File: config.mk
export PLATFORM = sky130hd
export DESIGN_NAME = fetch_top
export DESIGN_NICKNAME = d
export VERILOG_FILES = /design/src/rtl/fetch_pkg.sv /design/src/rtl/pc_select.sv /design/src/rtl/ifetch_req.sv /design/src/rtl/fetch_split.sv /design/src/rtl/fetch_top.sv
export SDC_FILE = /design/constraint.sdc
export NUM_CORES = 1
export LEC_CHECK = 0
export ABC_AREA = 1
export BUFFER_PORTS_ARGS = -buffer_cell sky130_fd_sc_hd__buf_4
export CORE_ASPECT_RATIO = 0.9
export CORE_MARGIN = 2
export CORE_UTILIZATION = 57
export CTS_CLUSTER_DIAMETER = 200
export DETAILED_ROUTE_END_ITERATION = 7
export PLACE_DENSITY = 0.8
export RECOVER_POWER = 25
export SLEW_MARGIN = 20
export SYNTH_ARGS = -nofsm -noshare
export SYNTH_HDL_FRONTEND = slang
export SYNTH_SLANG_ARGS = --single-unit
export TNS_END_PERCENT = 30
File: constraint.sdc
create_clock -name clk -period 6.62 [get_ports clk]
set_input_delay 0.662 -clock clk [delete_from_list [all_inputs] [get_ports clk]]
set_output_delay 0.662 -clock clk [all_outputs]
set_load 0.03 [all_outputs]
File: src/rtl/fetch_pkg.sv
package fetch_pkg;

    // byte address on the fetch path
    typedef logic [31:0] addr_t;

    // one instruction word
    typedef logic [31:0] instr_t;

    // one read beat with two instructions
    // low half at the 8-aligned address and high half at +4
    typedef logic [63:0] bus_data_t;

    // axi read response code
    typedef logic [1:0] axi_resp_t;

    localparam axi_resp_t RESP_OKAY = 2'b00;

    // pc halts after an address-error fetch until a redirect
    typedef enum logic {
        PC_RUN,
        PC_HALT
    } pc_state_e;

endpackage

File: src/rtl/pc_select.sv
`timescale 1ns/1ns

module pc_select #(
    parameter fetch_pkg::addr_t RESET_PC   = 32'hbfc0_0000,
    parameter fetch_pkg::addr_t EXC_VECTOR = 32'hbfc0_0380
) (
    input  logic             clk,
    input  logic             reset,
    input  logic             i_exc,
    input  logic             i_eret,
    input  fetch_pkg::addr_t i_epc,
    input  logic             i_branch,
    input  fetch_pkg::addr_t i_branch_target,
    input  logic             i_fetch_ready,
    output logic             o_fetch_valid,
    output fetch_pkg::addr_t o_fetch_pc,
    output logic             o_fetch_single,
    output logic             o_fetch_adel,
    output logic             o_flush
);
    import fetch_pkg::*;

    pc_state_e state;
    addr_t     pc;
    addr_t     redirect_pc;
    logic      fetch_fire;

    // any redirect flushes everything downstream
    assign o_flush = i_exc | i_eret | i_branch;

    // exception wins over eret, which wins over branch
    always_comb begin
        if (i_exc) begin
            redirect_pc = EXC_VECTOR;
        end else if (i_eret) begin
            redirect_pc = i_epc;
        end else begin
            redirect_pc = i_branch_target;
        end
    end

    assign o_fetch_pc     = pc;
    // misaligned word gets no bus request
    assign o_fetch_adel   = pc[1:0] != 2'b00;
    // upper half only when bit 2 is set
    assign o_fetch_single = pc[2];
    // nothing offered while a redirect is being taken
    assign o_fetch_valid  = (state == PC_RUN) && !o_flush;
    assign fetch_fire     = o_fetch_valid && i_fetch_ready;

    always_ff @(posedge clk) begin
        if (reset) begin
            state <= PC_RUN;
            pc    <= RESET_PC;
        end else if (o_flush) begin
            state <= PC_RUN;
            pc    <= redirect_pc;
        end else if (fetch_fire) begin
            if (o_fetch_adel) begin
                // park here until someone steers us away
                state <= PC_HALT;
            end else begin
                pc <= pc + (o_fetch_single ? 32'd4 : 32'd8);
            end
        end
    end

    // offered fetch address holds until accepted
    a_pc_stable: assert property (@(posedge clk) disable iff (reset)
        o_fetch_valid && !i_fetch_ready |=> $stable(o_fetch_pc));

endmodule

File: src/rtl/ifetch_req.sv
`timescale 1ns/1ns

module ifetch_req #(
    parameter int MAX_INFLIGHT = 2,
    parameter int QUEUE_DEPTH  = 2
) (
    input  logic                               clk,
    input  logic                               reset,
    input  logic                               i_flush,
    input  logic                               i_fetch_valid,
    input  fetch_pkg::addr_t                   i_fetch_pc,
    input  logic                               i_fetch_single,
    input  logic                               i_fetch_adel,
    output logic                               o_fetch_ready,
    input  logic [$clog2(QUEUE_DEPTH+1)-1:0]   i_free,
    output fetch_pkg::addr_t                   o_araddr,
    output logic                               o_arvalid,
    input  logic                               i_arready,
    input  fetch_pkg::bus_data_t               i_rdata,
    input  fetch_pkg::axi_resp_t               i_rresp,
    input  logic                               i_rvalid,
    output logic                               o_rready,
    output logic                               o_beat_valid,
    output fetch_pkg::addr_t                   o_beat_pc,
    output fetch_pkg::bus_data_t               o_beat_data,
    output logic                               o_beat_single,
    output logic                               o_beat_adel,
    output logic                               o_beat_err
);
    import fetch_pkg::*;

    localparam int PTR_W = (MAX_INFLIGHT > 1) ? $clog2(MAX_INFLIGHT) : 1;
    localparam int CNT_W = $clog2(MAX_INFLIGHT + 1);

    // in-order table of fetches in flight
    addr_t            ent_pc     [MAX_INFLIGHT];
    logic             ent_single [MAX_INFLIGHT];
    logic             ent_adel   [MAX_INFLIGHT];
    logic             ent_epoch  [MAX_INFLIGHT];
    logic             ent_sent   [MAX_INFLIGHT];
    logic [PTR_W-1:0] head;
    logic [PTR_W-1:0] tail;
    logic [CNT_W-1:0] count;
    logic             epoch;
    logic             adel_pending;
    logic             push;
    logic             pop;
    logic             head_fresh;
    logic             credit_ok;

    // every reserved entry already has room in the pair queue
    assign o_rready = 1'b1;

    // queue space minus table entries minus the beat in the output register
    assign credit_ok = (32'(count) + 32'(o_beat_valid)) < 32'(i_free);

    // no new fetch behind an unsent adel entry as its pop would collide with a response
    assign o_fetch_ready = (count != CNT_W'(MAX_INFLIGHT)) && credit_ok
                         && (!o_arvalid || i_arready) && !adel_pending;
    assign push = i_fetch_valid && o_fetch_ready;

    // adel entries leave the table without a bus response
    assign pop        = (count != '0) && (ent_sent[head] ? i_rvalid : 1'b1);
    assign head_fresh = ent_epoch[head] == epoch;

    always_ff @(posedge clk) begin
        // older entries all become stale on a redirect
        if (i_flush) begin
            for (int i = 0; i < MAX_INFLIGHT; i++) begin
                ent_epoch[i] <= epoch;
            end
        end
        if (push) begin
            ent_pc[tail]     <= i_fetch_pc;
            ent_single[tail] <= i_fetch_single;
            ent_adel[tail]   <= i_fetch_adel;
            ent_epoch[tail]  <= epoch;
            ent_sent[tail]   <= !i_fetch_adel;
        end
    end

    always_ff @(posedge clk) begin
        if (reset) begin
            head         <= '0;
            tail         <= '0;
            count        <= '0;
            epoch        <= 1'b0;
            adel_pending <= 1'b0;
        end else begin
            if (push) begin
                tail <= (tail == PTR_W'(MAX_INFLIGHT - 1)) ? '0 : tail + 1'b1;
            end
            if (pop) begin
                head <= (head == PTR_W'(MAX_INFLIGHT - 1)) ? '0 : head + 1'b1;
            end
            count <= count + CNT_W'(push) - CNT_W'(pop);
            if (i_flush) begin
                epoch <= !epoch;
            end
            if (pop && !ent_sent[head]) begin
                adel_pending <= 1'b0;
            end else if (push && i_fetch_adel) begin
                adel_pending <= 1'b1;
            end
        end
    end

    // ar address held until arready
    always_ff @(posedge clk) begin
        if (reset) begin
            o_arvalid <= 1'b0;
        end else if (push && !i_fetch_adel) begin
            o_arvalid <= 1'b1;
        end else if (i_arready) begin
            o_arvalid <= 1'b0;
        end
    end

    always_ff @(posedge clk) begin
        if (push && !i_fetch_adel) begin
            o_araddr <= {i_fetch_pc[31:3], 3'b000};
        end
    end

    // stale heads are consumed silently
    always_ff @(posedge clk) begin
        if (reset) begin
            o_beat_valid <= 1'b0;
        end else begin
            o_beat_valid <= pop && head_fresh && !i_flush;
        end
    end

    always_ff @(posedge clk) begin
        if (pop) begin
            o_beat_pc     <= ent_pc[head];
            o_beat_data   <= i_rdata;
            o_beat_single <= ent_single[head];
            o_beat_adel   <= ent_adel[head];
            o_beat_err    <= ent_sent[head] && (i_rresp != RESP_OKAY);
        end
    end

    // memory answers only what was issued and in order
    a_resp_has_owner: assert property (@(posedge clk) disable iff (reset)
        i_rvalid |-> (count != '0) && ent_sent[head]);

endmodule

File: src/rtl/fetch_split.sv
`timescale 1ns/1ns

module fetch_split #(
    parameter int QUEUE_DEPTH = 2
) (
    input  logic                             clk,
    input  logic                             reset,
    input  logic                             i_flush,
    input  logic                             i_beat_valid,
    input  fetch_pkg::addr_t                 i_beat_pc,
    input  fetch_pkg::bus_data_t             i_beat_data,
    input  logic                             i_beat_single,
    input  logic                             i_beat_adel,
    input  logic                             i_beat_err,
    output logic [$clog2(QUEUE_DEPTH+1)-1:0] o_free,
    input  logic                             i_pair_ready,
    output logic                             o_pair_valid,
    output fetch_pkg::addr_t                 o_pc,
    output fetch_pkg::instr_t                o_instr0,
    output fetch_pkg::instr_t                o_instr1,
    output logic                             o_slot1_valid,
    output logic                             o_adel,
    output logic                             o_bus_err
);
    import fetch_pkg::*;

    localparam int PTR_W = (QUEUE_DEPTH > 1) ? $clog2(QUEUE_DEPTH) : 1;
    localparam int CNT_W = $clog2(QUEUE_DEPTH + 1);

    // pair storage
    addr_t            q_pc     [QUEUE_DEPTH];
    instr_t           q_instr0 [QUEUE_DEPTH];
    instr_t           q_instr1 [QUEUE_DEPTH];
    logic             q_slot1  [QUEUE_DEPTH];
    logic             q_adel   [QUEUE_DEPTH];
    logic             q_err    [QUEUE_DEPTH];
    logic [PTR_W-1:0] rd_ptr;
    logic [PTR_W-1:0] wr_ptr;
    logic [CNT_W-1:0] count;
    logic             wr_en;
    logic             rd_en;
    instr_t           split0;
    instr_t           split1;

    // bus word into slots
    always_comb begin
        split0 = i_beat_single ? i_beat_data[63:32] : i_beat_data[31:0];
        split1 = i_beat_data[63:32];
        if (i_beat_adel) begin
            // nothing fetched so no instructions to hand out
            split0 = '0;
            split1 = '0;
        end else if (i_beat_single) begin
            split1 = '0;
        end
    end

    assign wr_en  = i_beat_valid && !i_flush;
    assign rd_en  = o_pair_valid && i_pair_ready;
    assign o_free = CNT_W'(QUEUE_DEPTH) - count;

    always_ff @(posedge clk) begin
        if (wr_en) begin
            q_pc[wr_ptr]     <= i_beat_pc;
            q_instr0[wr_ptr] <= split0;
            q_instr1[wr_ptr] <= split1;
            q_slot1[wr_ptr]  <= !i_beat_single && !i_beat_adel;
            q_adel[wr_ptr]   <= i_beat_adel;
            q_err[wr_ptr]    <= i_beat_err;
        end
    end

    always_ff @(posedge clk) begin
        if (reset || i_flush) begin
            rd_ptr <= '0;
            wr_ptr <= '0;
            count  <= '0;
        end else begin
            if (wr_en) begin
                wr_ptr <= (wr_ptr == PTR_W'(QUEUE_DEPTH - 1)) ? '0 : wr_ptr + 1'b1;
            end
            if (rd_en) begin
                rd_ptr <= (rd_ptr == PTR_W'(QUEUE_DEPTH - 1)) ? '0 : rd_ptr + 1'b1;
            end
            count <= count + CNT_W'(wr_en) - CNT_W'(rd_en);
        end
    end

    // head entry stays put while the consumer stalls
    assign o_pair_valid  = count != '0;
    assign o_pc          = q_pc[rd_ptr];
    assign o_instr0      = q_instr0[rd_ptr];
    assign o_instr1      = q_instr1[rd_ptr];
    assign o_slot1_valid = q_slot1[rd_ptr];
    assign o_adel        = q_adel[rd_ptr];
    assign o_bus_err     = q_err[rd_ptr];

    // request side reserves space before it issues
    a_no_overflow: assert property (@(posedge clk) disable iff (reset)
        wr_en |-> count != CNT_W'(QUEUE_DEPTH));

endmodule

File: src/rtl/fetch_top.sv
`timescale 1ns/1ns

module fetch_top #(
    parameter fetch_pkg::addr_t RESET_PC     = 32'hbfc0_0000,
    parameter fetch_pkg::addr_t EXC_VECTOR   = 32'hbfc0_0380,
    parameter int               MAX_INFLIGHT = 2,
    parameter int               QUEUE_DEPTH  = 2
) (
    input  logic                 clk,
    input  logic                 reset,
    input  logic                 i_exc,
    input  logic                 i_eret,
    input  fetch_pkg::addr_t     i_epc,
    input  logic                 i_branch,
    input  fetch_pkg::addr_t     i_branch_target,
    output fetch_pkg::addr_t     o_araddr,
    output logic                 o_arvalid,
    input  logic                 i_arready,
    input  fetch_pkg::bus_data_t i_rdata,
    input  fetch_pkg::axi_resp_t i_rresp,
    input  logic                 i_rvalid,
    output logic                 o_rready,
    input  logic                 i_pair_ready,
    output logic                 o_pair_valid,
    output fetch_pkg::addr_t     o_pc,
    output fetch_pkg::instr_t    o_instr0,
    output fetch_pkg::instr_t    o_instr1,
    output logic                 o_slot1_valid,
    output logic                 o_adel,
    output logic                 o_bus_err
);
    import fetch_pkg::*;

    // pc stage to request stage
    logic      flush;
    logic      fetch_valid;
    logic      fetch_ready;
    addr_t     fetch_pc;
    logic      fetch_single;
    logic      fetch_adel;
    // request stage to pair queue
    logic [$clog2(QUEUE_DEPTH+1)-1:0] free_cnt;
    logic      beat_valid;
    addr_t     beat_pc;
    bus_data_t beat_data;
    logic      beat_single;
    logic      beat_adel;
    logic      beat_err;

    pc_select #(
        .RESET_PC   (RESET_PC),
        .EXC_VECTOR (EXC_VECTOR)
    ) u_pc_select (
        .clk             (clk),
        .reset           (reset),
        .i_exc           (i_exc),
        .i_eret          (i_eret),
        .i_epc           (i_epc),
        .i_branch        (i_branch),
        .i_branch_target (i_branch_target),
        .i_fetch_ready   (fetch_ready),
        .o_fetch_valid   (fetch_valid),
        .o_fetch_pc      (fetch_pc),
        .o_fetch_single  (fetch_single),
        .o_fetch_adel    (fetch_adel),
        .o_flush         (flush)
    );

    ifetch_req #(
        .MAX_INFLIGHT (MAX_INFLIGHT),
        .QUEUE_DEPTH  (QUEUE_DEPTH)
    ) u_ifetch_req (
        .clk            (clk),
        .reset          (reset),
        .i_flush        (flush),
        .i_fetch_valid  (fetch_valid),
        .i_fetch_pc     (fetch_pc),
        .i_fetch_single (fetch_single),
        .i_fetch_adel   (fetch_adel),
        .o_fetch_ready  (fetch_ready),
        .i_free         (free_cnt),
        .o_araddr       (o_araddr),
        .o_arvalid      (o_arvalid),
        .i_arready      (i_arready),
        .i_rdata        (i_rdata),
        .i_rresp        (i_rresp),
        .i_rvalid       (i_rvalid),
        .o_rready       (o_rready),
        .o_beat_valid   (beat_valid),
        .o_beat_pc      (beat_pc),
        .o_beat_data    (beat_data),
        .o_beat_single  (beat_single),
        .o_beat_adel    (beat_adel),
        .o_beat_err     (beat_err)
    );

    fetch_split #(
        .QUEUE_DEPTH (QUEUE_DEPTH)
    ) u_fetch_split (
        .clk           (clk),
        .reset         (reset),
        .i_flush       (flush),
        .i_beat_valid  (beat_valid),
        .i_beat_pc     (beat_pc),
        .i_beat_data   (beat_data),
        .i_beat_single (beat_single),
        .i_beat_adel   (beat_adel),
        .i_beat_err    (beat_err),
        .o_free        (free_cnt),
        .i_pair_ready  (i_pair_ready),
        .o_pair_valid  (o_pair_valid),
        .o_pc          (o_pc),
        .o_instr0      (o_instr0),
        .o_instr1      (o_instr1),
        .o_slot1_valid (o_slot1_valid),
        .o_adel        (o_adel),
        .o_bus_err     (o_bus_err)
    );

endmodule

==> qor.csv <==
stage;metric;value;unit
synthesis;syn_inst;1358;
critical_path;worst-path-max-fanout;67;
critical_path;cpMaxStageDelayCell;clkbuf_1;
clock_network;clk_latency;0.53;ns
global_route;grtUsageTotal;0.238;
die;ios;272;
clock_network;ctsLongestPathBuffers;3;
outcome;violations;max-capacitance violations, max-slew violations;
global_route;grt_pass1_vias;10700;
clock_network;cts-buffers-inserted;44;
routing;routed_via_density;5.40;
clock_network;cts_tree;built;
routing;vias;11100;
global_route;grt_max_degree;70;
synthesis;synth_area_per_cell;12.9;um^2
routing;wl;38700;um
clock_network;root_buffer;clkbuf_16;
die;dieArea;32200;um^2
die;std_cell_rows;60;
clock_network;clkTransAtPathRegs;0.06;ns
critical_path;crit_top_cell;nor2_1;
layout;diodes;0;
clock_network;cts.sinks;442;
layout;final_nets;1775;
timing;rsz0062_at_grt;no;
critical_path;crit_path_start_kind;flop;
die;die_x;189;um
timing;max_slew_margin;-0.991;
critical_path;end_kind;flop;
synthesis;ys_types;37;
timing;tightest_slew;2.99;ns
timing;tns;0;ns
routing;dr.pass1.iters;7;
layout;area_growth;20.8;%
die;coreArea;30100;um^2
placement;io_buffer_count;267;
timing;fin_crit;3.92;ns
timing;fin_skew;0.0132;ns
critical_path;slowest_delay;2.09;ns
job;cap_violations;1;
outcome;run_status;finished with violations;
routing;drcViolationCount;0;
die;start_util;0.583;
synthesis;ys_seq_area_frac;0.730;
timing;fin_crit_sh;0.592;
synthesis;synth-seq-cells;442;
min_path;hp-start;i_rdata[15];
synthesis;yosysWarnings;0;
die;die_height;170;um
placement;dpl.hpwl;24800;um
power;cellPowerDensity;321;nW/um^2
timing;slew_violations;68;
critical_path;crit_start;u_ifetch_req.o_beat_pc[2];
timing;fmax;255;MHz
critical_path;worstPathCellList;clkbuf_1, nor2_1, inv_1, buf_4, nor2_1;
placement;globalplace.congestion;0.875;
power;p_leak;0.00815;uW
min_path;hold_path_class;in -> reg;
layout;n_fill_cell;2051;
global_route;gr-total-overflow;0;
routing;drtAntennaViolNets;0;
critical_path;reg2reg_from;u_ifetch_req.o_beat_pc[2];
layout;drive_gt1_frac;0.270;
global_route;antenna_found_initial;0;
critical_path;path_class;reg -> reg;
clock_network;htreeDepth;2;
clock_network;hold_buffers;0;
power;vdd_drop_max;0.000190;V
routing;detail_route.wl_per_cell;18.8;um
synthesis;synthesis.area;17500;um^2
timing;setup_viol;0;
critical_path;crit_required;6.88;ns
clock_network;post_cts_buffers;0;
global_route;grt_first_pass_wirelength;59000;um
layout;finalNonFillerCells;2058;
critical_path;cp.arrival;4.17;ns
timing;hold_viol_final;0;
routing;drt-initial-drc-count;1014;
clock_network;post_cts_resized;0;
placement;dp.cells;1984;
[cell type report]
class / count / area (um^2) / area share
sequential: 442 / 12800 / 0.604
multi-input combinational: 767 / 4170 / 0.197
timing repair buffer: 277 / 2020 / 0.0951
clock buffer: 56 / 1230 / 0.0583
tap: 403 / 504 / 0.0238
inverter: 95 / 359 / 0.0169
clock inverter: 18 / 106 / 0.00502
[stage by stage]
| stage | util | hold WS [ns] | total power [uW] | setup WS (ns) | cell area (um^2) |
|---|---|---|---|---|---|
| 6_report | 0.704 | 0.330 | 6790 | 2.70 | 21200 |
| 2_1_floorplan | - | 0.421 | 4200 | 0.726 | 17600 |
| 3_3_place_gp | 0.662 | 0.423 | 4470 | 3.27 | 19900 |
| 4_1_cts | 0.706 | 0.289 | 6830 | 3.26 | 21300 |
| 5_1_grt | 0.704 | 0.303 | 7060 | 2.41 | 21200 |
| 3_5_place_dp | 0.662 | 0.431 | 4520 | 3.18 | 19900 |
[layer usage]
layer,share of wire,routed length (um),vias to the layer above,GRT usage
met2,0.47,18300,483,0.392
met5,0,0,-,0
met1,0.43,16600,5329,0.334
met3,0.082,3180,54,0.0427
li1,-,-,5257,-
met4,0.017,639,0,0.0554
[worst max-delay path, delay by kind of cell, from the launching register on]
family	cells	cell delay [ns]
buf+inv	3	2.89
flops	1	0.32
simple gates	2	0.40
[flip-flops by register name, indices dropped and copies added, names as in the netlist, 29 cells and up, named ones only]
signal	count
u_fetch_split.q_pc	64
u_ifetch_req.ent_pc	64
u_ifetch_req.o_beat_data	64
u_ifetch_req.o_beat_pc	32
u_ifetch_req.o_araddr	29
u_fetch_split.q_instr0	64
u_pc_select.o_fetch_pc	32
u_fetch_split.q_instr1	64
[cell usage in the layout (no fill, tap or decap), types with 3 or more instances in the layout]
cell       instances
edfxtp_1         395
nand2_1          291
buf_4            207
nor2_1           126
mux2_2            99
inv_1             89
o21ai_0           74
a21oi_1           70
clkbuf_4          55
dfxtp_1           46
nand3_1           45
clkbuf_16         45
clkbuf_1          20
clkinv_1          11
ha_1              10
or2_2              8
clkinv_2           7
nor2_4             6
mux2i_1            6
clkbuf_8           6
xor2_1             4
conb_1             4
nor2_2             3
inv_2              3
xnor2_1            3
[synth_stat cells]
cell      number  area share
nand4_1        1     0.00036
conb_1         2     0.00043
xor2_1         4      0.0020
buf_4          8      0.0034
edfxtp_1     395        0.68
or2_2          8      0.0029
nand3_2        1     0.00057
buf_1          3     0.00064
nor2_1       131       0.028
o21bai_1       2     0.00086
o22ai_1        2     0.00071
o21ai_0       74       0.021
nand2_4        1     0.00064
nor3_1         2     0.00057
dfxtp_1       47       0.054
a21oi_1       70       0.020
ha_1          10      0.0071
inv_4          1     0.00036
nor2_4         2      0.0013
nand3b_1       1     0.00043
inv_2          3     0.00064
o211a_1        1     0.00057
mux2_2        99       0.064
buf_2         16      0.0046
clkbuf_1      28      0.0060
nor2_2         2     0.00071
inv_1         91       0.019
o211ai_1       2     0.00086
nand2_1      291       0.062
buf_6          1     0.00064
a211oi_1       1     0.00043
nand2_2        1     0.00036
o22a_1         1     0.00050
mux2i_1        6      0.0034
nand3_1       45       0.013
xnor2_1        3      0.0015
a22oi_1        2     0.00086
[cells by family (layout without fill, tap and decap cells)]
logic type / after synthesis / in the layout / synth area share
AOI/OAI and AO/OA: 155 / 155 / 0.0458
and+or+nand+nor: 486 / 486 / 0.111
DFF: 442 / 442 / 0.730
other: 2 / 4 / 0.000428
muxes: 105 / 105 / 0.0670
adders and majority gates: 10 / 10 / 0.00713
xor gates and xnor gates: 7 / 7 / 0.00349
buffers and inverters: 151 / 446 / 0.0357
[path summary, 6_finish.rpt]
| check | slack, ns | endpoint | cells after the start |
|---|---|---|---|
| hold / removal | 0.33 | u_ifetch_req.o_beat_data[15] | 1 |
| hold reg to reg | 0.44 | u_fetch_split.q_pc[1][31] | 0 |
| setup / recovery | 2.70 | u_fetch_split.q_instr1[0][0] | 5 |
| setup reg to reg | 2.70 | u_fetch_split.q_instr1[0][0] | 5 |
[report_power, final]
group	internal (uW)	leakage (uW)	total (uW)	switching, uW
sequential	3500	0.00400	3620	120
clock	1340	0.000666	2320	978
combinational	222	0.00348	850	628
total	5070	0.00815	6790	1730
Power figures use the tool's default switching activity.
